**config.mk**
```make
export PLATFORM = sky130hd
export DESIGN_NAME = programRom
export DESIGN_NICKNAME = d
export VERILOG_FILES = /design/src/logic/hackPkg.sv /design/src/logic/programRom.sv
export SDC_FILE = /design/constraint.sdc
export NUM_CORES = 2
export LEC_CHECK = 0
export BUFFER_PORTS_ARGS = -buffer_cell sky130_fd_sc_hd__buf_4
export CORE_ASPECT_RATIO = 0.6
export CORE_MARGIN = 10
export CORE_UTILIZATION = 63
export CTS_CLUSTER_DIAMETER = 60
export CTS_CLUSTER_SIZE = 25
export DETAILED_ROUTE_END_ITERATION = 6
export PLACE_DENSITY_LB_ADDON = 0.25
export SLEW_MARGIN = 40
export SYNTH_ARGS = -nofsm -noshare
export SYNTH_HDL_FRONTEND = slang
export SYNTH_SLANG_ARGS = --single-unit
```
**constraint.sdc**
```tcl
create_clock -name clk -period 4 [get_ports clk]
set_input_delay 0.6 -clock clk [delete_from_list [all_inputs] [get_ports clk]]
set_output_delay 0.6 -clock clk [all_outputs]
set_load 0.01 [all_outputs]
```
**src/logic/hackPkg.sv**
```systemverilog
// Shared types and constants for the HACK system on chip
// Memory map keeps only RAM, LED, button, UART TX and one debug register
// Addresses are 15 bits wide as seen on the CPU data bus
package hackPkg;

	typedef logic [15:0] hackWord; // Data and instruction word

	localparam int romDepth = 256; // ROM indexed by pc[7:0]
	localparam int ramWords = 3840; // Addresses 0 to 3839
	localparam logic [14:0] addrLed = 15'd4096;
	localparam logic [14:0] addrBut = 15'd4097;
	localparam logic [14:0] addrUart = 15'd4098; // Read busy in bit 15, write sends byte
	localparam logic [14:0] addrDebug = 15'd4107;
	localparam int clocksPerBit = 8; // UART bit time in clocks

	// zx nx zy ny f no
	typedef enum logic [5:0] {
		aluZero = 6'b101010,
		aluOne = 6'b111111,
		aluD = 6'b001100,
		aluA = 6'b110000,
		aluNotD = 6'b001101,
		aluAddDA = 6'b000010,
		aluSubDA = 6'b010011,
		aluAndDA = 6'b000000,
		aluOrDA = 6'b010101,
		aluIncA = 6'b110111
	} aluOp;

	// Bits are lt, eq, gt
	typedef enum logic [2:0] {
		jmpNone, jmpGt, jmpEq, jmpGe, jmpLt, jmpNe, jmpLe, jmpAlways
	} jumpCond;

endpackage

```
**src/logic/programRom.sv**
```systemverilog
// Instruction store, 256 words, asynchronous read
// Load port writes one word per edge, top gates it with reset
module programRom (
	input logic clk,
	input logic [7:0] address,
	output hackPkg::hackWord instruction,
	input logic progWrite,
	input logic [7:0] progAddr,
	input hackPkg::hackWord progData
);
	import hackPkg::*;

	hackWord mem [romDepth];

	always_ff @(posedge clk) begin
		if (progWrite)
			mem[progAddr] <= progData; // Boot loader or bench path
	end

	assign instruction = mem[address];

endmodule

```
==> impl_metrics.ini <==
[logic_synthesis]
synth.area.mux_share = 0.155
synth-simple-area-share = 0.0158
synthXorXnorAreaFrac = 0
syn_area_um2 = 158000
synthArstFlopShare = 0
syn_avg_cell_area_um2 = 21.6
yosysSeqAreaShare = 0.777
ys_top_cells_by_area = edfxtp_1 78%, mux4_2 11%, mux2i_1 3.6%
synth_commonest_cells = 4,096 x edfxtp_1, 797 x mux4_2, 565 x mux2i_1
ys.warnings.count = 0
yosys.area.top_type = edfxtp_1
synth_top_family_by_area = multiplexers
syn-num-nets = 7378
synthAdderAreaFrac = 0
synth.most_common_cell = edfxtp_1
synth.top_cell.area_share = 0.777
synth-seq-cells = 4096
synthCells = 7344
synth_ff_type = edfxtp_1
synth_edf_count = 4096
synth.distinct_cells = 51
synth_compound_area_frac = 0.0354

[sta]
setup_viol = 16
rsz0062_at_grt = yes
worst_pin_slew_ns = 1.05
fin_ws_ns = -0.239
post-route-period-util = 1.06
max-slew-margin-rel = 0.299
finalHoldViolCount = 0
fin_crit_ns = 4.24
slew_viol_final = 0
fmax_mhz = 236

[power_and_ir_drop]
intPower_mw = 58.5
power_density_nw_per_um2 = 420
p_seq_frac = 0.633
p_leak_nw = 56.8
clkPwrFrac = 0.292
p_sw_mw = 16.1
vdd_ir_drop_max_v = 0.000446
total_power_mw = 74.6
switching_share = 0.216
power_frac_comb = 0.075

[placement]
hpwl_um = 268000
port_buffers = 49
dpl.cell_count = 11200
pre_cts_ws_ns = -1.16
place.gp.congestion = 0.985

[critical_path]
cp_num_buf_inv = 6
cp.depth = 12
cp_data_arrival_time_ns = 3.64
cp_max_fo = 43
critPathMostFrequentCell = buf_4
endpoint_kind = primary output
start_kind = input pin
slowest_delay_ns = 0.54
cp_slowest_cell = nor4_4
crit_chain = buf_16 -> buf_4 -> nand2b_4 -> buf_12 -> buf_12 -> buf_4 -> o221ai_4 -> o22ai_2 -> o21ai_2 -> nand4_1 -> nor4_4 -> buf_4
critPathTopFamily = buffers and inverters
required_ns = 3.40
critical_path_class = in2out

[job]
cap_violations = 0

[final_layout]
reg_top3 = mem x4096
largest_reg_flops = 4096
finalNonFillerCells = 11500
nFillCells = 14200
final_layout_size_suffix_gt1_frac = 0.297
final_nets = 8178
max_flop_register = mem
syn_to_final_growth_pct = 12.2

[clock_network]
clk_path_buf_depth = 4
cts.sinks = 4096
numCtsBuffers = 194
tritoncts = built
path_clk_slew_ns = 0.10
cts_root_buf = clkbuf_16
htree_num_levels = 4

[floorplanning]
start_util = 0.634
die_x_um = 667
core_area_um2 = 250000
rows = 142
fp.dieArea_um2 = 273000
ioPinCount = 50
die_h_um = 408

[run_status]
violations = negative setup slack
status = finished with violations

[drt]
wl_per_cell_um = 38.0
ant_nets = 0
routed_wl_um = 437000
firstDrtPassIters = 6
drc = 0
vias = 83100
avgViaCountPerCell = 7.23
drt_iter0_drc = 15400

[global_route]
grtUsageTotal = 0.315
antenna_found_initial = 22
grt_max_degree = 131
first_global_vias = 79600
grt_pass1_wl_um = 611000
overflow = 0

[hold_path]
min_path_cells = 1
hold_path.class = in2reg
==> placed cells by master, fill, tap and decap left out, types with 12 or more instances in the layout <==
cell type	count
a22oi_1	25
mux2i_1	564
clkbuf_16	209
edfxtp_1	4096
o221ai_1	222
nor3_2	19
o221ai_2	23
nor3_1	72
nand2_1	32
buf_6	30
buf_4	838
o21ai_0	29
a22o_4	14
mux4_2	797
mux2_4	12
nor2_1	246
buf_16	46
mux2_2	76
nand3_2	14
a22o_1	15
nor2_2	57
buf_12	96
o22ai_1	142
a22oi_2	18
bufbuf_16	12
nor4_4	15
nand3_1	19
a21oi_1	164
buf_8	21
a211oi_1	18
nand4_1	26
==> layer usage <==
layer | GRT usage | vias up | wire length, um
met5 | 0.00491 | - | 284
met3 | 0.112 | 700 | 73300
met2 | 0.443 | 6670 | 189000
met4 | 0.0803 | 16 | 13500
met1 | 0.476 | 43200 | 161000
li1 | - | 32500 | -
==> metrics by stage <==
stage	util	cell area, um^2	TNS [ns]	hold WS (ns)
2_1_floorplan	-	158000	0	0.699
3_3_place_gp	0.676	169000	-8.90	1.08
3_5_place_dp	0.677	169000	-8.59	1.05
4_1_cts	0.706	176000	-1.24	0.0905
5_1_grt	0.711	178000	-1.37	0.0248
6_report	0.712	178000	-1.60	0.0598
==> logic make-up (layout without fill, tap and decap cells) <==
logic type / after synthesis / count (layout)
DFF: 4096 / 4096
and+or+nand+nor: 556 / 556
AOI/OAI and AO/OA: 786 / 786
buffers and inverters: 456 / 1284
muxes: 1450 / 1450
other: 0 / 7
==> cell type report <==
| class | instances | area (um^2) | share of cell area |
|---|---|---|---|
| clock buffers | 202 | 4950 | 0.0278 |
| clock inverters | 22 | 251 | 0.00141 |
| diodes | 7 | 17.5 | 0.0000986 |
| flip-flops and latches | 4096 | 123000 | 0.692 |
| inverters | 4 | 27.5 | 0.000155 |
| multi-input cells | 2792 | 34500 | 0.194 |
| repair buffers | 1056 | 10800 | 0.0610 |
| well taps | 3312 | 4140 | 0.0233 |
==> what timing repair did <==
action	4_1_cts	5_1_grt
endpoints found under the setup margin	16	16
hold buffers	0	0
gates resized for setup	254	119
gates cloned	23	12
buffers inserted	16	31
pin swaps	48	55
==> path summary, 6_finish.rpt <==
path	to	slack, ns	start
max	instruction[11]	-0.24	address[1]
min	mem[209][2]	0.06	progData[2]
==> power by group through the flow <==
stage               Sequential [mW]  Combinational [mW]  Clock (mW)
finish                         47.3                5.60        21.8
global route                   47.3                5.74        23.3
CTS                            47.3                5.29        21.8
detailed placement             48.2                4.94           0
global placement               48.2                4.81           0
floorplan                      48.2                2.36           0
Power figures use the tool's default switching activity.
