<file path="src/logic/hackPkg.sv">
// Shared types and constants for the HACK system on chip
// Memory map keeps only RAM, LED, button, UART TX and one debug register
// Addresses are 15 bits wide as seen on the CPU data bus
package hackPkg;

	typedef logic [15:0] hackWord; // Data and instruction word

	localparam int romDepth = 256; // ROM indexed by pc[7:0]
	localparam int ramWords = 3840; // Addresses 0 to 3839
	localparam logic [14:0] addrLed = 15'd4096;
	localparam logic [14:0] addrBut = 15'd4097;
	localparam logic [14:0] addrUart = 15'd4098; // Read busy in bit 15, write sends byte
	localparam logic [14:0] addrDebug = 15'd4107;
	localparam int clocksPerBit = 8; // UART bit time in clocks

	// zx nx zy ny f no
	typedef enum logic [5:0] {
		aluZero = 6'b101010,
		aluOne = 6'b111111,
		aluD = 6'b001100,
		aluA = 6'b110000,
		aluNotD = 6'b001101,
		aluAddDA = 6'b000010,
		aluSubDA = 6'b010011,
		aluAndDA = 6'b000000,
		aluOrDA = 6'b010101,
		aluIncA = 6'b110111
	} aluOp;

	// Bits are lt, eq, gt
	typedef enum logic [2:0] {
		jmpNone, jmpGt, jmpEq, jmpGe, jmpLt, jmpNe, jmpLe, jmpAlways
	} jumpCond;

endpackage

</file>
<file path="src/logic/uartTx.sv">
// 8N1 serial transmitter, LSB first, clocksPerBit clocks per bit
// Load while idle starts the start bit on the next cycle
// Load while busy is dropped, busy lasts 10 bit times
module uartTx #(
	parameter int clocksPerBit = hackPkg::clocksPerBit
) (
	input logic clk,
	input logic reset,
	input logic load,
	input logic [7:0] data,
	output logic busy,
	output logic txd
);
	localparam int timerBits = $clog2(clocksPerBit + 1);

	typedef enum logic [1:0] {txIdle, txStart, txData, txStop} txState;

	txState state;
	logic [timerBits-1:0] bitTimer;
	logic [2:0] bitIndex;
	logic [7:0] shiftReg;
	logic bitDone;

	assign bitDone = bitTimer == timerBits'(clocksPerBit - 1);
	assign busy = state != txIdle;

	always_ff @(posedge clk) begin
		if (reset) begin
			state <= txIdle;
			txd <= 1'b1; // Line idles high
			bitTimer <= '0;
			bitIndex <= '0;
		end else begin
			bitTimer <= (state == txIdle || bitDone) ? '0 : bitTimer + 1'b1;
			case (state)
				txIdle: if (load) begin
					state <= txStart;
					txd <= 1'b0; // Start bit
					shiftReg <= data;
				end
				txStart: if (bitDone) begin
					state <= txData;
					txd <= shiftReg[0];
					shiftReg <= shiftReg >> 1;
					bitIndex <= '0;
				end
				txData: if (bitDone) begin
					if (bitIndex == 3'd7) begin
						state <= txStop;
						txd <= 1'b1; // Stop bit
					end else begin
						bitIndex <= bitIndex + 3'd1;
						txd <= shiftReg[0];
						shiftReg <= shiftReg >> 1;
					end
				end
				txStop: if (bitDone)
					state <= txIdle;
				default: state <= txIdle;
			endcase
		end
	end

	assert property (@(posedge clk) disable iff (reset) state == txIdle |-> txd)
		else $error("txd low while idle");

endmodule

</file>
<file path="config.mk">
export PLATFORM = sky130hd
export DESIGN_NAME = uartTx
export DESIGN_NICKNAME = d
export VERILOG_FILES = /design/src/logic/hackPkg.sv /design/src/logic/uartTx.sv
export SDC_FILE = /design/constraint.sdc
export NUM_CORES = 1
export LEC_CHECK = 0
export BUFFER_PORTS_ARGS = -buffer_cell sky130_fd_sc_hd__buf_2
export CORE_AREA = 4 4 45 66
export DETAILED_ROUTE_END_ITERATION = 12
export DIE_AREA = 0 0 49 70
export GPL_ROUTABILITY_DRIVEN = 0
export PLACE_DENSITY = 0.55
export RECOVER_POWER = 25
export SLEW_MARGIN = 20
export SYNTH_ARGS = -nofsm -noshare
export SYNTH_HDL_FRONTEND = slang
export SYNTH_SLANG_ARGS = --single-unit
</file>
<file path="constraint.sdc">
create_clock -name clk -period 5 [get_ports clk]
set_input_delay 0.5 -clock clk [delete_from_list [all_inputs] [get_ports clk]]
set_output_delay 0.5 -clock clk [all_outputs]
set_load 0.02 [all_outputs]
</file>
==> results.yml <==
clocking:
  hold_buffers: 0
  cts_buffer_depth: 2
  cts_buffers: 3
  cts_tree: "done"
  post_cts_buffers: 0
  clock_latency_ns: 0.30
  cts_resized: 0
  clock-sinks: 18
  cts_root_buf: "clkbuf_4"
  cts-htree-levels: 1
  clk_pin_slew_ns: 0.11
place:
  dp_hpwl_microns: 1256
  io_buffers: 12
  postPlaceCellArea_sq_um: 1026
critical_path:
  worst-setup-path-type: "register to register"
  critPathMaxStageDelay_ns: 0.54
  cp.arrival_ns: 2.19
  rr_startpoint: "state[0]$_SDFFE_PP0P_"
  r2r_cells: 5
  reg2reg_to: "shiftReg[7]$_SDFFCE_PN0P_"
  end_kind: "register"
  worst_setup_path_start_kind: "register"
  required_ns: 4.95
  path_cells: "inv_1 -> ha_1 -> or2_1 -> a221o_1 -> nor2b_1"
  crit_fanout: 8
  rrSetupSlack_ns: 2.76
  crit_slowest_cell: "nor2b_1"
yosys:
  synth_compound_area_share_pct: 7.958
  synth_mux_area_share_pct: 13.66
  ys_types: 32
  synth_ff_type: "dfxtp_1"
  synth_area_sq_um: 943.4
  ys_seq_area_share_pct: 46.68
  synth_nets: 101
  yosysTopAreaCell: "edfxtp_1"
  synth_fa_ha_area_share_pct: 13.26
  synth.top_cell.area_share_pct: 25.46
  synth_seq_cells: 18
  synth-edff-count: 8
  yosys.area_share.xor_xnor_pct: 1.857
  syn_area_per_cell_sq_um: 11.79
  yosys_warnings: 0
  synthTopCellsByCount: "10 x dfxtp_1, 10 x ha_1, 8 x edfxtp_1"
  synth_top_family_by_area: "multiplexers"
  async_flop_share_pct: 0
  synth.area.top_cells: "edfxtp_1 25%, dfxtp_1 21%, ha_1 13%"
  yosys.area_share.simple_pct: 12.86
  syn_inst: 80
sta:
  rsz0062_at_grt: "no"
  worstMarginPinSlew_ns: 0.6621
  slew_viol_final: 0
  clock_skew_ns: 0.002702
  fin_crit_ns: 2.240
  worst_hold_slack_ns: 0.4595
  tns_ns: 0
  setup_viol: 0
  hold_viol_final: 0
  max_freq_ghz: 0.4465
  fin_crit_sh_pct: 44.79
  slew_headroom_pct: 55.77
power_and_ir_drop:
  pwr_density_cell_nw_per_um2: 523.8
  peakVddDrop_mv: 0.2967
  p_leak_nw: 0.4471
hold_path:
  hold_path_depth: 1
  hold_path.startpoint: "bitTimer[0]$_SDFF_PP0_"
  hold_end: "bitTimer[0]$_SDFF_PP0_"
  worst_hold_path_type: "register to register"
detailed_routing:
  drt-met1-wl_microns: 649
  wl_met2_microns: 827
  ant_nets: 0
  drt-vias-per-instance: 5.314
  wl_per_cell_microns: 13.56
  firstDrtPassIters: 4
  routed_wl_microns: 1600
  highest_layer: "met4"
  drc: 0
  met3RoutedLength_microns: 77
  vias: 627
  drt_iter0_markers: 20
layout:
  area_delta_synth_final_pct: 11.41
  antennaDiodeCount: 0
  stdcell_area_sq_um: 1051
  drive_gt1_share_pct: 23.40
  layout.nets: 116
  fillers: 232
run_status:
  status: "finished clean"
grt:
  grt_max_degree: 15
  grt_pass1_vias: 653
  antenna_found_initial: 0
  grt_overflow: 0
  grt_pass1_wl_microns: 2787
  grt_use_total_pct: 10.23
die:
  floorplan.initialDensity_pct: 38.95
  rows: 22
  die_y_microns: 70
  fp.dieArea_sq_um: 3430
  dieWidth_microns: 49
  core-area_sq_um: 2422
  ios: 13
flow_run:
  drv_cap: 0
cells in the final DEF, fill, tap and decap left out, types with 2 or more instances in the layout:
master    Yosys  routed
clkbuf_4      0       3
mux2_2        6       6
buf_2         0      11
dfxtp_1      10      10
nor2_1        4       4
nand3b_1      2       2
ha_1         10      10
mux2i_1       5       5
edfxtp_1      8       8
nand2b_1      5       5
nor2b_1       2       2
inv_1         6       6
kinds of logic after synthesis:
logic type	count (synthesis)
AOI/OAI and AO/OA	8
xor gates and xnor gates	2
adders and majority gates	10
buffers and inverters	9
DFF	18
muxes	12
and+or+nand+nor	21
area by class of cell:
cell class | count | area, sq um | share of cell area (%)
multi-input combinational | 53 | 467.9 | 44.52
tap | 24 | 30.03 | 2.857
sequential | 18 | 440.4 | 41.90
clock buffer | 3 | 22.52 | 2.143
clock inverter | 1 | 3.754 | 0.3571
timing repair buffer | 12 | 58.81 | 5.595
inverter | 7 | 27.53 | 2.619
worst max path at each step:
| stage | startpoint | to | slack (ns) |
|---|---|---|---|
| floorplan | state[0]$_SDFFE_PP0P_ | shiftReg[0]$_DFFE_PP_ | 2.98 |
| global placement | state[0]$_SDFFE_PP0P_ | shiftReg[5]$_DFFE_PP_ | 2.79 |
| detailed placement | state[0]$_SDFFE_PP0P_ | shiftReg[7]$_SDFFCE_PN0P_ | 2.74 |
| CTS | state[0]$_SDFFE_PP0P_ | shiftReg[1]$_DFFE_PP_ | 2.74 |
| global route | state[0]$_SDFFE_PP0P_ | shiftReg[1]$_DFFE_PP_ | 2.56 |
| finish | state[0]$_SDFFE_PP0P_ | shiftReg[7]$_SDFFCE_PN0P_ | 2.76 |
worst max-delay path: cells and delay by family (launching register included):
family                     cells  cell delay, ns
and+or+nand+nor                2            0.80
DFF                            1            0.39
AOI/OAI and AO/OA              1            0.34
adders and majority gates      1            0.24
buffers and inverters          1            0.11
stage by stage:
step	setup slack, ns	std cells	utilization, %	total power, W
final	2.760	118	43.39	0.0005505
after detailed placement	2.745	114	42.36	0.0004831
after global routing	2.556	118	43.39	0.0005912
after floorplan	2.975	80	-	0.0004253
after CTS	2.739	118	43.44	0.0005607
after global placement	2.785	114	42.36	0.0004791
sequential cells by signal (all words and copies together), names as in the netlist:
register  cells
shiftReg      8
bitTimer      4
bitIndex      3
state         2
txd           1
metal layers:
metal / vias up / global-route usage, %
met5: - / 0
met4: 0 / 7.186
met3: 5 / 1.706
met2: 17 / 17.88
met1: 291 / 10.73
li1: 314 / -
report_power, final:
group | internal, W | total (W) | switching (W)
sequential | 0.000209 | 0.000229 | 0.0000199
combinational | 0.000112 | 0.000244 | 0.000132
clock | 0.0000291 | 0.0000776 | 0.0000485
(Power assumes the default switching activity.)
