<file path="src/logic/hackPkg.sv">
// Shared types and constants for the HACK system on chip
// Memory map keeps only RAM, LED, button, UART TX and one debug register
// Addresses are 15 bits wide as seen on the CPU data bus
package hackPkg;

	typedef logic [15:0] hackWord; // Data and instruction word

	localparam int romDepth = 256; // ROM indexed by pc[7:0]
	localparam int ramWords = 3840; // Addresses 0 to 3839
	localparam logic [14:0] addrLed = 15'd4096;
	localparam logic [14:0] addrBut = 15'd4097;
	localparam logic [14:0] addrUart = 15'd4098; // Read busy in bit 15, write sends byte
	localparam logic [14:0] addrDebug = 15'd4107;
	localparam int clocksPerBit = 8; // UART bit time in clocks

	// zx nx zy ny f no
	typedef enum logic [5:0] {
		aluZero = 6'b101010,
		aluOne = 6'b111111,
		aluD = 6'b001100,
		aluA = 6'b110000,
		aluNotD = 6'b001101,
		aluAddDA = 6'b000010,
		aluSubDA = 6'b010011,
		aluAndDA = 6'b000000,
		aluOrDA = 6'b010101,
		aluIncA = 6'b110111
	} aluOp;

	// Bits are lt, eq, gt
	typedef enum logic [2:0] {
		jmpNone, jmpGt, jmpEq, jmpGe, jmpLt, jmpNe, jmpLe, jmpAlways
	} jumpCond;

endpackage

</file>
<file path="src/logic/memBus.sv">
// CPU data memory bus, one access per cycle, no handshake
// writeM high means the addressed location loads outM at the next edge
// inM is combinational from address in the same cycle
interface memBus;
	import hackPkg::*;

	logic [14:0] address; // Always the A register
	hackWord outM; // ALU result
	logic writeM;
	hackWord inM; // Read data from the memory map

	modport cpu (
		output address, outM, writeM,
		input inM
	);

	modport map (
		input address, outM, writeM,
		output inM
	);

endinterface

</file>
<file path="src/logic/memoryMap.sv">
// Decodes CPU addresses into RAM and I/O loads and muxes read data
// Below 3840 is RAM, then LED 4096, button 4097, UART 4098, debug 4107
// Unmapped addresses read 0 and ignore writes, button writes are dropped
// Button is sampled once, reads lag the pins by one cycle
module memoryMap (
	input logic clk,
	input logic reset,
	memBus.map bus,
	output logic ramLoad,
	input hackPkg::hackWord ramOut,
	output logic uartLoad,
	input logic uartBusy,
	input logic [1:0] but,
	output logic [1:0] led
);
	import hackPkg::*;

	hackWord ledReg, debugReg;
	logic [1:0] butReg;
	logic isRam;
	logic ledLoad, debugLoad;

	assign isRam = bus.address < 15'(ramWords);
	assign ramLoad = bus.writeM && isRam;
	assign ledLoad = bus.writeM && (bus.address == addrLed);
	assign uartLoad = bus.writeM && (bus.address == addrUart);
	assign debugLoad = bus.writeM && (bus.address == addrDebug);

	always_ff @(posedge clk) begin
		if (reset) begin
			ledReg <= '0;
			debugReg <= '0;
		end else begin
			if (ledLoad)
				ledReg <= bus.outM;
			if (debugLoad)
				debugReg <= bus.outM;
		end
	end

	always_ff @(posedge clk)
		butReg <= but; // Single sampling stage

	always_comb begin
		if (isRam)
			bus.inM = ramOut;
		else case (bus.address)
			addrLed: bus.inM = ledReg; // Full word reads back
			addrBut: bus.inM = {14'd0, butReg};
			addrUart: bus.inM = {uartBusy, 15'd0}; // Busy in bit 15
			addrDebug: bus.inM = debugReg;
			default: bus.inM = '0;
		endcase
	end

	assign led = ledReg[1:0];

	assert property (@(posedge clk) disable iff (reset)
		$onehot0({ramLoad, ledLoad, uartLoad, debugLoad}))
		else $error("More than one load strobe active");

endmodule

</file>
<file path="src/flat_wrapper.sv">
// flat-port wrapper written by rule: the top's interface ports become plain ports
module memoryMap_flat import hackPkg::*;
  (clk, reset, ramLoad, ramOut, uartLoad, uartBusy, but, led, bus_address, bus_outM, bus_writeM, bus_inM);
  memBus bus_i ();
  input logic clk;
  input logic reset;
  output logic ramLoad;
  input hackPkg::hackWord ramOut;
  output logic uartLoad;
  input logic uartBusy;
  input logic [1:0] but;
  output logic [1:0] led;
  input wire logic [$bits(bus_i.address)-1:0] bus_address;
  input wire logic [$bits(bus_i.outM)-1:0] bus_outM;
  input wire logic [$bits(bus_i.writeM)-1:0] bus_writeM;
  output wire logic [$bits(bus_i.inM)-1:0] bus_inM;
  assign bus_i.address = bus_address;
  assign bus_i.outM = bus_outM;
  assign bus_i.writeM = bus_writeM;
  assign bus_inM = bus_i.inM;
  memoryMap u_core (.clk(clk), .reset(reset), .bus(bus_i), .ramLoad(ramLoad), .ramOut(ramOut), .uartLoad(uartLoad), .uartBusy(uartBusy), .but(but), .led(led));
endmodule
</file>
<file path="config.mk">
export PLATFORM = sky130hd
export DESIGN_NAME = memoryMap_flat
export DESIGN_NICKNAME = d
export VERILOG_FILES = /design/src/logic/hackPkg.sv /design/src/logic/memBus.sv /design/src/logic/memoryMap.sv /design/src/flat_wrapper.sv
export SDC_FILE = /design/constraint.sdc
export NUM_CORES = 1
export LEC_CHECK = 0
export BUFFER_PORTS_ARGS = -buffer_cell sky130_fd_sc_hd__buf_2
export CORE_UTILIZATION = 36
export CTS_CLUSTER_SIZE = 25
export DETAILED_ROUTE_END_ITERATION = 7
export GPL_ROUTABILITY_DRIVEN = 0
export MAX_ROUTING_LAYER = met4
export PLACE_DENSITY = 0.74
export SYNTH_ARGS = -nofsm -noshare
export SYNTH_HDL_FRONTEND = slang
export SYNTH_SLANG_ARGS = --single-unit
</file>
<file path="constraint.sdc">
create_clock -name clk -period 2.45 [get_ports clk]
set_input_delay 0.3675 -clock clk [delete_from_list [all_inputs] [get_ports clk]]
set_output_delay 0.3675 -clock clk [all_outputs]
set_load 0.005 [all_outputs]
</file>
==> reports/qor.txt <==
Post-detailed-route count of antenna-violating nets -> 0
Number of setup buffers added after CTS -> 0
Detailed placement HPWL -> 2923 um
Detail-routed via count per cell -> 4.993
Total via count in the routed design -> 1,458
Die footprint -> 4923 um2
Outcome -> completed
Global-route wire length before repair -> 6520 um
Maximum clock rate -> 434.5 MHz
Root buf cell -> sky130_fd_sc_hd__clkbuf_8
Post-synthesis async set-or-reset flop share -> 0%
Post-synthesis instance total -> 167
Layout Area Growth over Synthesis -> 31.71%
Headroom to the max-slew limit -> 62.23%
Yosys synthesis warning count -> 0
Master of the slowest instance on the critical path -> sky130_fd_sc_hd__or4_4
Final hold violation count -> 0
Internal -> 0.0008323 W
Final Skew -> 0 ns
Number of synthesized flops with an enable pin -> 0
Worst hold path class -> in2reg
Post-synth design cell area -> 1673 um2
Number of antenna violations at the first check in global routing -> 0
Final net count -> 292
Die W -> 70.17 um
Kind of capture point of the worst setup path -> output pin
Setup Viol. Count Final -> 0
Worst setup path class -> in2out
Buffers on Ports -> 72
Clock power share -> 38.4%
Worst VDD drop -> 0.3615 mV
Portion of synthesized cell area occupied by the leading cell type -> 40.69%
Std cell rows -> 24
Source-to-sink clock delay at the later pin of the worst-skew pair -> 0.27 ns
Static Leak -> 1.050 nW
Average wire per standard cell -> 13.59 um
Arr. time, crit path -> 1.93 ns
Ys flop type -> sky130_fd_sc_hd__dfxtp_1
Starting density of the core -> 37.90%
Clock transition at the registers of the reported paths -> 0.06 ns
Flop and latch count out of synthesis -> 34
Ratio of final minimum period to clock period -> 93.93%
DRC marker count from the first detailed-route iteration -> 36
Largest cells by area after synthesis -> sky130_fd_sc_hd__dfxtp_1 (41%), sky130_fd_sc_hd__mux2i_1 (19%), sky130_fd_sc_hd__a22o_1 (7.9%)
First-pass iteration count of the detailed router -> 4
Critical path's largest stage delay -> 0.59 ns
Series of cell instances along the critical path -> buf_2 > or4_4 > nor3_2 > and3_1 > buf_12 > a21o_1 > buf_2
Switching part of the total power -> 21.55%
Max clock buf depth -> 2
Remaining routing DRC violations -> 0
Largest net degree at the start of global routing -> 33
Avg Inst Size Synth -> 10.02 um2
Transition time at the pin with the least slew margin -> 0.5665 ns
Switching power of the nets -> 0.0002286 W
Leftover overflow at the end of global routing -> 0
Routed Wire Length -> 3967 um
Share of synthesized area occupied by flip-flops and latches -> 40.69%
Worst path most repeated cell -> sky130_fd_sc_hd__buf_2
TritonCTS Sinks -> 34
Unique cell type count in the Yosys netlist -> 28
Power share of the combinational group -> 9.3%
Number of nets in the synthesized netlist -> 220
Number of global-route vias before repair -> 1,377
RSZ-0062 raised after global routing -> false
Maximum fanout count along the critical path -> 13
CTS H-tree depth -> 2
GRT Util Overall -> 17.19%
Part of the total power dissipated in sequential elements -> 52.3%
Total power divided by cell area -> 481.5 nW/um2
Data required, critical path -> 2.08 ns
Minimum period implied by the final worst setup slack -> 2.301 ns
Ports -> 73
Cell taking the most area after synthesis -> sky130_fd_sc_hd__dfxtp_1
Ant. Diodes -> 0
Maximum capacitance violations -> 0
Fraction of final layout cells sized beyond drive strength 1 -> 39.17%
TritonCTS clock tree -> built
Core area -> 4414 um2
Max-slew violation total from the final report -> 0
Worst setup slack after layout -> 0.1487 ns
Synth cell count leaders -> sky130_fd_sc_hd__dfxtp_1 (34), sky130_fd_sc_hd__nor2_1 (34), sky130_fd_sc_hd__mux2i_1 (32)
Worst slack at placement -> 0.05952 ns
Number of CTS-inserted buffers -> 5
Nature of the critical path startpoint -> primary input
Y dimension of the die -> 70.17 um
Sum of negative setup slack -> 0 ns
cell usage in the layout (no fill, tap or decap):
cell type                  instances
sky130_fd_sc_hd__or4_4             1
sky130_fd_sc_hd__or4_1             1
sky130_fd_sc_hd__and4_1            2
sky130_fd_sc_hd__and2_1            2
sky130_fd_sc_hd__mux2i_1          32
sky130_fd_sc_hd__nor4_4            2
sky130_fd_sc_hd__nor3_2            1
sky130_fd_sc_hd__or4b_2            1
sky130_fd_sc_hd__a21o_1           13
sky130_fd_sc_hd__a221o_1           1
sky130_fd_sc_hd__and3_1            2
sky130_fd_sc_hd__nand4b_1          2
sky130_fd_sc_hd__clkbuf_8          6
sky130_fd_sc_hd__nor4_2            2
sky130_fd_sc_hd__nand2_1           2
sky130_fd_sc_hd__a32oi_1           2
sky130_fd_sc_hd__nand4_1           1
sky130_fd_sc_hd__nor2_1           34
sky130_fd_sc_hd__buf_12            3
sky130_fd_sc_hd__buf_4             4
sky130_fd_sc_hd__clkbuf_1          1
sky130_fd_sc_hd__mux2_1            1
sky130_fd_sc_hd__dfxtp_1          34
sky130_fd_sc_hd__or3_1             1
sky130_fd_sc_hd__or4b_4            1
sky130_fd_sc_hd__a22o_1           15
sky130_fd_sc_hd__buf_2            72
sky130_fd_sc_hd__clkinv_2          1
through the flow:
stage | instance area [um2] | hold WS (ns) | util [%] | power (W) | std cells
detailed placement | 2108 | 0.4750 | 47.76 | 0.0006657 | 284
CTS | 2200 | 0.1881 | 49.83 | 0.001076 | 292
finish | 2203 | 0.1976 | 49.92 | 0.001061 | 292
global placement | 2108 | 0.4723 | 47.76 | 0.0006635 | 284
floorplan | 1673 | 0.3952 | - | 0.0006025 | 167
global route | 2203 | 0.1841 | 49.92 | 0.001111 | 292
metal layers:
metal	track usage (%)	share of wire, %	vias up
met2	28.63	49	28
met1	21.36	47	676
met4	4.000	0.43	0
met3	3.608	3.6	2
met5	-	0	-
li1	-	-	752
power groups by stage:
stage | logic (W) | clock network (W) | registers, W
global placement | 0.0000962 | 0 | 0.000567
floorplan | 0.0000354 | 0 | 0.000567
finish | 0.0000987 | 0.000407 | 0.000555
CTS | 0.0000987 | 0.000423 | 0.000555
detailed placement | 0.0000983 | 0 | 0.000567
global route | 0.000109 | 0.000448 | 0.000555
critical path, delay by kind of cell:
kind / cells / cell delay (ns)
AND/OR/NAND/NOR: 3 / 1.07
buffers and inverters: 3 / 0.37
AO/OA/AOI/OAI: 1 / 0.13
registers in the layout, indices dropped and copies added, names as in the netlist:
register	flops
u_core.ledReg	16
u_core.debugReg	16
u_core.butReg	2
cell families (layout without fill, tap and decap cells):
family | Yosys count | after routing | share of synthesized area, %
buf+inv | 14 | 87 | 5.160
compound gates | 31 | 31 | 15.33
mux | 33 | 33 | 19.82
simple gates | 55 | 55 | 19.00
flops | 34 | 34 | 40.69
path summary, 6_finish.rpt:
path                                  start  cells after the start                        endpoint  slack [ns]
max                         bus_address[11]                      7                      bus_inM[5]        0.15
min                                  but[0]                      1        u_core.butReg[0]$_DFF_P_        0.20
max reg2reg  u_core.ledReg[13]$_SDFFE_PP0P_                      2  u_core.ledReg[13]$_SDFFE_PP0P_        1.80
min reg2reg   u_core.ledReg[8]$_SDFFE_PP0P_                      2   u_core.ledReg[8]$_SDFFE_PP0P_        0.50
what timing repair did:
action	in CTS	in global routing
hold buffers	0	0
setup endpoints to repair	0	9
hold endpoints to repair	0	0
gates resized for setup	0	1
area by class of cell:
cell class / count / area, um2
fillers: 427 / 2211
repair buffers: 79 / 450.4
clock buffers: 7 / 86.33
multi-input cells: 119 / 915.9
clock inverters: 1 / 5.005
flip-flops and latches: 34 / 680.7
well taps: 52 / 65.06
No activity file was read; power rests on OpenSTA's default activity.
