## src/logic/hackPkg.sv

```systemverilog
// Shared types and constants for the HACK system on chip
// Memory map keeps only RAM, LED, button, UART TX and one debug register
// Addresses are 15 bits wide as seen on the CPU data bus
package hackPkg;

	typedef logic [15:0] hackWord; // Data and instruction word

	localparam int romDepth = 256; // ROM indexed by pc[7:0]
	localparam int ramWords = 3840; // Addresses 0 to 3839
	localparam logic [14:0] addrLed = 15'd4096;
	localparam logic [14:0] addrBut = 15'd4097;
	localparam logic [14:0] addrUart = 15'd4098; // Read busy in bit 15, write sends byte
	localparam logic [14:0] addrDebug = 15'd4107;
	localparam int clocksPerBit = 8; // UART bit time in clocks

	// zx nx zy ny f no
	typedef enum logic [5:0] {
		aluZero = 6'b101010,
		aluOne = 6'b111111,
		aluD = 6'b001100,
		aluA = 6'b110000,
		aluNotD = 6'b001101,
		aluAddDA = 6'b000010,
		aluSubDA = 6'b010011,
		aluAndDA = 6'b000000,
		aluOrDA = 6'b010101,
		aluIncA = 6'b110111
	} aluOp;

	// Bits are lt, eq, gt
	typedef enum logic [2:0] {
		jmpNone, jmpGt, jmpEq, jmpGe, jmpLt, jmpNe, jmpLe, jmpAlways
	} jumpCond;

endpackage

```

## src/logic/memBus.sv

```systemverilog
// CPU data memory bus, one access per cycle, no handshake
// writeM high means the addressed location loads outM at the next edge
// inM is combinational from address in the same cycle
interface memBus;
	import hackPkg::*;

	logic [14:0] address; // Always the A register
	hackWord outM; // ALU result
	logic writeM;
	hackWord inM; // Read data from the memory map

	modport cpu (
		output address, outM, writeM,
		input inM
	);

	modport map (
		input address, outM, writeM,
		output inM
	);

endinterface

```

## src/logic/hackAlu.sv

```systemverilog
// HACK ALU, purely combinational
// Control bits in order zx nx zy ny f no, any 6-bit code is accepted
module hackAlu (
	input hackPkg::hackWord x,
	input hackPkg::hackWord y,
	input logic [5:0] control,
	output hackPkg::hackWord result,
	output logic zero,
	output logic negative
);
	import hackPkg::*;

	hackWord xZ, xN; // x after zero, after invert
	hackWord yZ, yN;
	hackWord fOut; // Sum or AND

	assign xZ = control[5] ? '0 : x; // zx
	assign xN = control[4] ? ~xZ : xZ; // nx
	assign yZ = control[3] ? '0 : y; // zy
	assign yN = control[2] ? ~yZ : yZ; // ny
	assign fOut = control[1] ? (xN + yN) : (xN & yN); // f selects add
	assign result = control[0] ? ~fOut : fOut; // no

	assign zero = (result == '0);
	assign negative = result[15]; // Two's complement sign

endmodule

```

## src/logic/hackCpu.sv

```systemverilog
// HACK CPU with A, D and PC registers
// One instruction per clock, writes land at the edge ending the cycle
// PC is 15 bits, only the low bits reach the ROM
// writeM is decoded straight from the instruction word
module hackCpu (
	input logic clk,
	input logic reset,
	input hackPkg::hackWord instruction,
	output logic [14:0] pc,
	memBus.cpu bus
);
	import hackPkg::*;

	hackWord aReg, dReg;
	hackWord aluY, aluOut;
	logic aluZ, aluN;
	logic isC; // C-instruction flag
	logic loadA, loadD;
	logic takeJump;

	assign isC = instruction[15];
	assign loadA = !isC || instruction[5]; // A-instruction or dest A
	assign loadD = isC && instruction[4];
	assign aluY = instruction[12] ? bus.inM : aReg; // a bit picks M

	hackAlu alu_i (
		.x(dReg),
		.y(aluY),
		.control(instruction[11:6]),
		.result(aluOut),
		.zero(aluZ),
		.negative(aluN)
	);

	always_comb begin
		unique case (jumpCond'(instruction[2:0]))
			jmpNone: takeJump = 1'b0;
			jmpGt: takeJump = !aluZ && !aluN;
			jmpEq: takeJump = aluZ;
			jmpGe: takeJump = !aluN;
			jmpLt: takeJump = aluN;
			jmpNe: takeJump = !aluZ;
			jmpLe: takeJump = aluZ || aluN;
			jmpAlways: takeJump = 1'b1;
		endcase
	end

	always_ff @(posedge clk) begin
		if (reset) begin
			aReg <= '0;
			dReg <= '0;
			pc <= '0;
		end else begin
			if (loadA)
				aReg <= isC ? aluOut : {1'b0, instruction[14:0]}; // Constant has MSB 0
			if (loadD)
				dReg <= aluOut;
			if (isC && takeJump)
				pc <= aReg[14:0]; // Jump target is old A
			else
				pc <= pc + 15'd1;
		end
	end

	assign bus.address = aReg[14:0];
	assign bus.outM = aluOut;
	assign bus.writeM = isC && instruction[3]; // dest M

	// Execution restarts at address 0
	assert property (@(posedge clk) reset |=> pc == '0)
		else $error("PC not 0 after reset");

endmodule

```

## src/flat_wrapper.sv

```systemverilog
// flat-port wrapper written by rule: the top's interface ports become plain ports
module hackCpu_flat import hackPkg::*;
  (clk, reset, instruction, pc, bus_address, bus_outM, bus_writeM, bus_inM);
  memBus bus_i ();
  input logic clk;
  input logic reset;
  input hackPkg::hackWord instruction;
  output logic [14:0] pc;
  output wire logic [$bits(bus_i.address)-1:0] bus_address;
  output wire logic [$bits(bus_i.outM)-1:0] bus_outM;
  output wire logic [$bits(bus_i.writeM)-1:0] bus_writeM;
  input wire logic [$bits(bus_i.inM)-1:0] bus_inM;
  assign bus_address = bus_i.address;
  assign bus_outM = bus_i.outM;
  assign bus_writeM = bus_i.writeM;
  assign bus_i.inM = bus_inM;
  hackCpu u_core (.clk(clk), .reset(reset), .instruction(instruction), .pc(pc), .bus(bus_i));
endmodule
```

## config.mk

```make
export PLATFORM = sky130hd
export DESIGN_NAME = hackCpu_flat
export DESIGN_NICKNAME = d
export VERILOG_FILES = /design/src/logic/hackPkg.sv /design/src/logic/memBus.sv /design/src/logic/hackAlu.sv /design/src/logic/hackCpu.sv /design/src/flat_wrapper.sv
export SDC_FILE = /design/constraint.sdc
export NUM_CORES = 1
export LEC_CHECK = 0
export BUFFER_PORTS_ARGS = -buffer_cell sky130_fd_sc_hd__buf_2
export CAP_MARGIN = 20
export CORE_UTILIZATION = 52
export DETAILED_ROUTE_END_ITERATION = 10
export PLACE_DENSITY = 0.78
export SLEW_MARGIN = 15
export SYNTH_ARGS = -nofsm -noshare
export SYNTH_HDL_FRONTEND = slang
export SYNTH_SLANG_ARGS = --single-unit
```

## constraint.sdc

```tcl
create_clock -name clk -period 4.9 [get_ports clk]
set_clock_uncertainty 0.2 [all_clocks]
set_input_delay 0.49 -clock clk [delete_from_list [all_inputs] [get_ports clk]]
set_output_delay 0.49 -clock clk [all_outputs]
set_load 0.05 [all_outputs]
```

==> impl_metrics.json, run 1 <==
{
  "synth_top_family_by_area": "simple AND/OR/NAND/NOR gates",
  "design.die.area_sq_mm": 0.00922,
  "power_density_mw_per_mm2": 346,
  "cp_slowest_stage_delay_ns": 0.49,
  "crit_required_ns": 4.21,
  "h-tree-depth": 2,
  "hold_buffers": 0,
  "die_h_microns": 96.0,
  "vias": 4503,
  "grt_setup_unrepaired": "false",
  "synth_edf_count": 0,
  "hold_viol": 0,
  "slowest_stage": "a21oi_1",
  "nets": 682,
  "wl_per_cell_microns": 16.8,
  "gp_congestion": 0.857,
  "grt_max_degree": 54,
  "overflow": 0,
  "antenna_found_initial": 0,
  "post_cts_buffers": 0,
  "ys.flop_type": "dfxtp_1",
  "crit_buf_inv": 3,
  "start_util_pct": 54.9,
  "grt_use_total_pct": 26.8,
  "final_common_cell": "buf_2",
  "yosysTopAreaCell": "dfxtp_1",
  "drc": 0,
  "cp-start-kind": "input pin",
  "portBuffers": 80,
  "path_clk_slew_ns": 0.10,
  "clock_path_buffers": 2,
  "grt_pass1_wl_microns": 19400,
  "drtIter0Drc": 274,
  "dpl.hpwl_microns": 9060,
  "ir_drop_mv": 0.221,
  "firstDrtPassIters": 5,
  "synth-seq-cells": 47,
  "num_antenna_cells": 0,
  "synth.avg_cell_area_sq_um": 7.72,
  "synth_compound_area_share_pct": 19.2,
  "cts_tree": "yes",
  "crit_path_end_kind": "output port",
  "cap_violations": 0,
  "synthMuxAreaShare_pct": 7.43,
  "min_path_type": "input pin to register",
  "ys_types": 70,
  "fin_tns_setup_ns": 0,
  "yosysSeqAreaShare_pct": 20.5,
  "clkLatencyLatePin_ns": 0.31,
  "p_leak_nw": 2.14,
  "layout_min_cycle_time_ns": 4.48,
  "postCtsResizedCells": 0,
  "finalNonFillerCells": 736,
  "synth_area_leaders": "dfxtp_1, mux2i_1, xnor2_1",
  "synthXorXnorAreaFrac_pct": 10.5,
  "synthSimpleGateAreaFrac_pct": 29.0,
  "setup_violations": 0,
  "total_power_w": 0.00173,
  "r2r_start": "u_core.aReg[0]",
  "cp_top_family": "buffers and inverters",
  "post-route-period-util_pct": 91.4,
  "synth_top_area_share_pct": 20.5,
  "io-pin-count": 81,
  "ys_async_sr_fraction_pct": 0,
  "final_cell_mix": "buf_2, nor2_1, dfxtp_1",
  "clock_sinks": 47,
  "synthAdderAreaFrac_pct": 5.06,
  "area.growth.synth_to_final_pct": 8.63,
  "synthesis.nets": 648,
  "yosysWarnings": 0,
  "die-width_microns": 96.0,
  "numCtsBuffers": 5,
  "drt_wl_total_microns": 12300,
  "netlist_area_sq_mm": 0.00460,
  "hold_start": "instruction[3]",
  "rows": 33,
  "final_antenna_net_count": 0,
  "final_core_util_pct": 59.6,
  "slew-limit-headroom_pct": 35.8,
  "cp.arrival_ns": 3.79,
  "via_per_inst": 6.12,
  "worstPathCellList": "buf_2 > buf_4 > mux2i_1 > nor2_1 > xor2_1 > ha_1 > nand2_1 > a21oi_1 > a2111oi_4 > nor3b_1 > mux2i_1 > xnor2_1 > buf_2",
  "status": "complete, no violations",
  "core_area_sq_mm": 0.00838,
  "crit_fanout": 10,
  "crit_start": "instruction[12]",
  "grt_pass1_vias": 4044,
  "layout-drive-gt1-share_pct": 18.4,
  "worst-slew-pin-transition_ns": 0.963,
  "synthCells": 596,
  "fmax_mhz": 223,
  "cts_root_buffer": "clkbuf_8",
  "path_class": "input pin to output port",
  "drv_slew": 0,
  "dp_cells": 728
}
cells by family (layout without fill, tap and decap cells):
kind of cell               Yosys count  after routing
DFF                                 47             47
adders and majority gates           18             18
muxes                               34             34
and+or+nand+nor                    249            249
AOI/OAI and AO/OA                  117            117
xor gates and xnor gates            55             55
buffers and inverters               76            111
flip-flops by register name, indices dropped and copies added, names as in the netlist:
name         cells
u_core.aReg     16
u_core.pc       15
u_core.dReg     16
final cells by class:
class / instances / area (sq um)
Clock inverter: 3 / 43.8
Timing Repair Buffer: 90 / 475
Tap cell: 105 / 131
Clock buffer: 5 / 68.8
Fill cell: 777 / 3390
Inverter: 13 / 48.8
Multi-Input combinational cell: 473 / 3290
Sequential cell: 47 / 941
path summary, 6_finish.rpt:
kind,endpoint,slack [ns],depth (start not counted)
max,bus_outM[11],0.42,13
min,u_core.aReg[3],0.25,3
max reg2reg,u_core.pc[8],0.63,14
min reg2reg,u_core.dReg[9],0.26,2
per-stage QoR:
| step | area (sq um) | setup WS [ns] | hold WS [ns] |
|---|---|---|---|
| CTS | 4990 | 0.427 | 0.244 |
| detailed placement | 4880 | 0.168 | 0.247 |
| global route | 4990 | 0.137 | 0.258 |
| finish | 4990 | 0.423 | 0.250 |
| global placement | 4880 | 0.269 | 0.242 |
| floorplan | 4610 | 0.0259 | 0.237 |
tightest hold or removal path, cell delays in order:
cell,delay (ns)
buf_2,0.10
nor2_1,0.08
a211oi_1,0.05
metal layers:
layer  track usage, %  routed length [microns]  vias up
li1                 -                        -     2200
met4             7.46                      197        0
met3             3.08                      650       21
met1             34.9                     5440     2135
met2             46.6                     6040      147
met5                0                        0        -
Yosys cell counts (2+ instances only):
cell	number
buf_2	11
a21o_1	6
o2111a_1	2
a211oi_1	15
nor3_1	16
nand2_1	44
a221oi_1	2
and3_1	11
nor3b_1	21
nand4_1	17
or3_1	7
buf_6	2
xor2_1	27
and4_1	2
nor4b_1	2
buf_1	4
mux2i_1	33
a2111oi_2	2
o2bb2ai_1	2
nand2b_1	23
dfxtp_1	47
o21ai_0	7
buf_4	16
o21bai_1	2
o311ai_1	2
a31oi_1	14
inv_1	12
nand3_1	21
ha_1	17
xnor2_1	28
o211a_1	3
nand3b_1	9
a21oi_1	32
nand4b_1	3
clkbuf_1	29
o211ai_1	5
and2_1	7
o22ai_1	2
nor2b_1	3
a21oi_2	2
nor2_1	57
power breakdown:
part	total (W)	switching, W	internal (W)
clock network	0.000294	0.000142	0.000152
logic	0.000968	0.000650	0.000318
registers	0.000466	0.0000411	0.000425
total	0.00173	0.000833	0.000895
(Power assumes the default switching activity.)
==> inputs of run 2 (changes only) <==
==> constraint.sdc (replaced) <==
create_clock -name clk -period 4.9 [get_ports clk]
set_clock_uncertainty 0.2 [all_clocks]
set_input_delay 0.245 -clock clk [delete_from_list [all_inputs] [get_ports clk]]
set_output_delay 0.245 -clock clk [all_outputs]
set_load 0.05 [all_outputs]
==> run 2 against run 1 <==
Against the previous run: combinational power up 0.5%; clock power rose by 4%; count of clock-buffer cells in the layout stayed put; wire length up 4.8%; total power up 0.91%; sequential power about the same; register-to-register slack worse by 0.12 ns; first-iteration DRC count rose by 9.1%; highest routed layer unchanged.
==> impl_metrics.json, run 2 (synthesis gave the netlist of run 1 again) <==
{
  "worst-slew-pin-transition_ns": 0.971,
  "numCtsBuffers": 5,
  "firstDrtPassIters": 5,
  "via_per_inst": 6.24,
  "start_util_pct": 54.9,
  "cts_tree": "yes",
  "cp-start-kind": "register",
  "wl_per_cell_microns": 17.6,
  "power.internal_w": 0.000895,
  "hold_viol": 0,
  "portBuffers": 80,
  "path_clk_slew_ns": 0.10,
  "io-pin-count": 81,
  "overflow": 0,
  "post-route-period-util_pct": 89.6,
  "finalNonFillerCells": 736,
  "final_common_cell": "buf_2",
  "comb_power_share_pct": 55.8,
  "drc": 0,
  "grt_use_total_pct": 28.0,
  "drt_wl_total_microns": 12900,
  "clock_sinks": 47,
  "area.growth.synth_to_final_pct": 8.73,
  "cap_violations": 0,
  "h-tree-depth": 2,
  "crit_path_end_kind": "register",
  "nets": 682,
  "min_path_type": "input pin to register",
  "pwr-share-clk_pct": 17.5,
  "ir_drop_mv": 0.212,
  "clkLatencyLatePin_ns": 0.32,
  "core_area_sq_mm": 0.00838,
  "num_antenna_cells": 0,
  "setup_violations": 0,
  "seq_power_share_pct": 26.7,
  "status": "complete, no violations",
  "grt_pass1_wl_microns": 20000,
  "die_h_microns": 96.0,
  "drtIter0Drc": 299,
  "p_leak_nw": 2.13,
  "grt_setup_unrepaired": "false",
  "crit_fanout": 29,
  "rows": 33,
  "power_switching_w": 0.000849,
  "cts_root_buffer": "clkbuf_8",
  "fin_tns_setup_ns": 0,
  "final_cell_mix": "buf_2, nor2_1, dfxtp_1",
  "grt_pass1_vias": 4153,
  "clock_path_buffers": 2,
  "dpl.hpwl_microns": 9260,
  "layout-drive-gt1-share_pct": 18.2,
  "gp_congestion": 0.892,
  "cp.arrival_ns": 4.36,
  "vias": 4595,
  "drv_slew": 0,
  "sw_frac_of_total_pct": 48.7,
  "antenna_found_initial": 0,
  "path_class": "register to register",
  "design.die.area_sq_mm": 0.00922,
  "final_antenna_net_count": 0,
  "crit_required_ns": 4.86,
  "grt_max_degree": 54,
  "fillers": 775,
  "post_cts_buffers": 0,
  "layout_min_cycle_time_ns": 4.39,
  "reg_top3": "u_core.aReg: 16 flops, u_core.dReg: 16 flops, u_core.pc: 15 flops",
  "die-width_microns": 96.0,
  "power_density_mw_per_mm2": 349,
  "fmax_mhz": 228,
  "dp_cells": 727,
  "slew-limit-headroom_pct": 35.3
}
[run 2: cell count changes in the layout (fill, tap and decap cells not counted)]
cell	previous run	this run
buf_4	10	9
clkinv_2	1	0
clkinv_4	1	0
clkinvlp_4	0	1
dlygate4sd3_1	0	1
inv_6	0	1
[run 2: through the flow]
stage	utilization (%)	instance area, sq um	setup slack [ns]	hold WS [ns]	total power [W]
final	59.7	5000	0.508	0.000564	0.00174
after global routing	59.7	5000	0.215	0.00405	0.00184
after CTS	59.7	5000	0.606	0.000345	0.00174
after detailed placement	58.2	4870	0.384	0.249	0.00143
after global placement	58.2	4870	0.475	0.242	0.00141
after floorplan	-	4610	0.0112	0.190	0.00124
[run 2: worst paths after layout]
kind,startpoint,to,slack (ns),cells past startpoint
hold / removal,instruction[1],u_core.aReg[1],0.0006,3
hold reg to reg,u_core.dReg[9],u_core.dReg[9],0.27,2
setup / recovery,u_core.aReg[0],u_core.pc[13],0.51,14
setup reg to reg,u_core.aReg[0],u_core.pc[13],0.51,14
[run 2: critical path: stages (launching register included)]
cell	delay [ns]
dfxtp_1	0.36
mux2i_1	0.14
nor2_1	0.07
xor2_1	0.15
ha_1	0.27
fa_1	0.46
a211oi_2	0.34
nor3_1	0.16
or4b_1	0.50
nand3_1	0.21
mux2i_1	0.15
nor4_2	0.33
a311o_2	0.56
nand4_1	0.15
nor3b_1	0.17
[run 2: power groups by stage]
stage	combinational, W	clock, W	sequential [W]
after CTS	0.000965	0.000309	0.000465
final	0.000973	0.000305	0.000465
after floorplan	0.000711	0	0.000528
after detailed placement	0.000961	0	0.000474
after global placement	0.000940	0	0.000471
after global routing	0.00104	0.000325	0.000471
[run 2: layer usage]
| metal | vias to the layer above | GRT usage (%) | part of all wire (%) |
|---|---|---|---|
| met5 | - | 0 | 0 |
| met4 | 0 | 7.34 | 1.6 |
| met3 | 25 | 4.11 | 7.6 |
| met2 | 212 | 49.0 | 48 |
| met1 | 2167 | 35.6 | 42 |
| li1 | 2191 | - | - |
[run 2: layout make-up]
cell class	instances	area [sq um]	area share (%)
Clock buffer	5	68.8	1.38
Clock inverter	3	46.3	0.926
Multi-Input combinational cell	473	3290	65.7
Tap cell	105	131	2.63
Sequential cell	47	941	18.8
Timing Repair Buffer	90	478	9.56
Inverter	13	48.8	0.976
[run 2: timing repair]
| action | in CTS | in global routing |
|---|---|---|
| hold buffers | 1 | 0 |
| endpoints found under the setup margin | 0 | 0 |
| endpoints found under the hold margin | 1 | 0 |
| resized for setup | 0 | 0 |
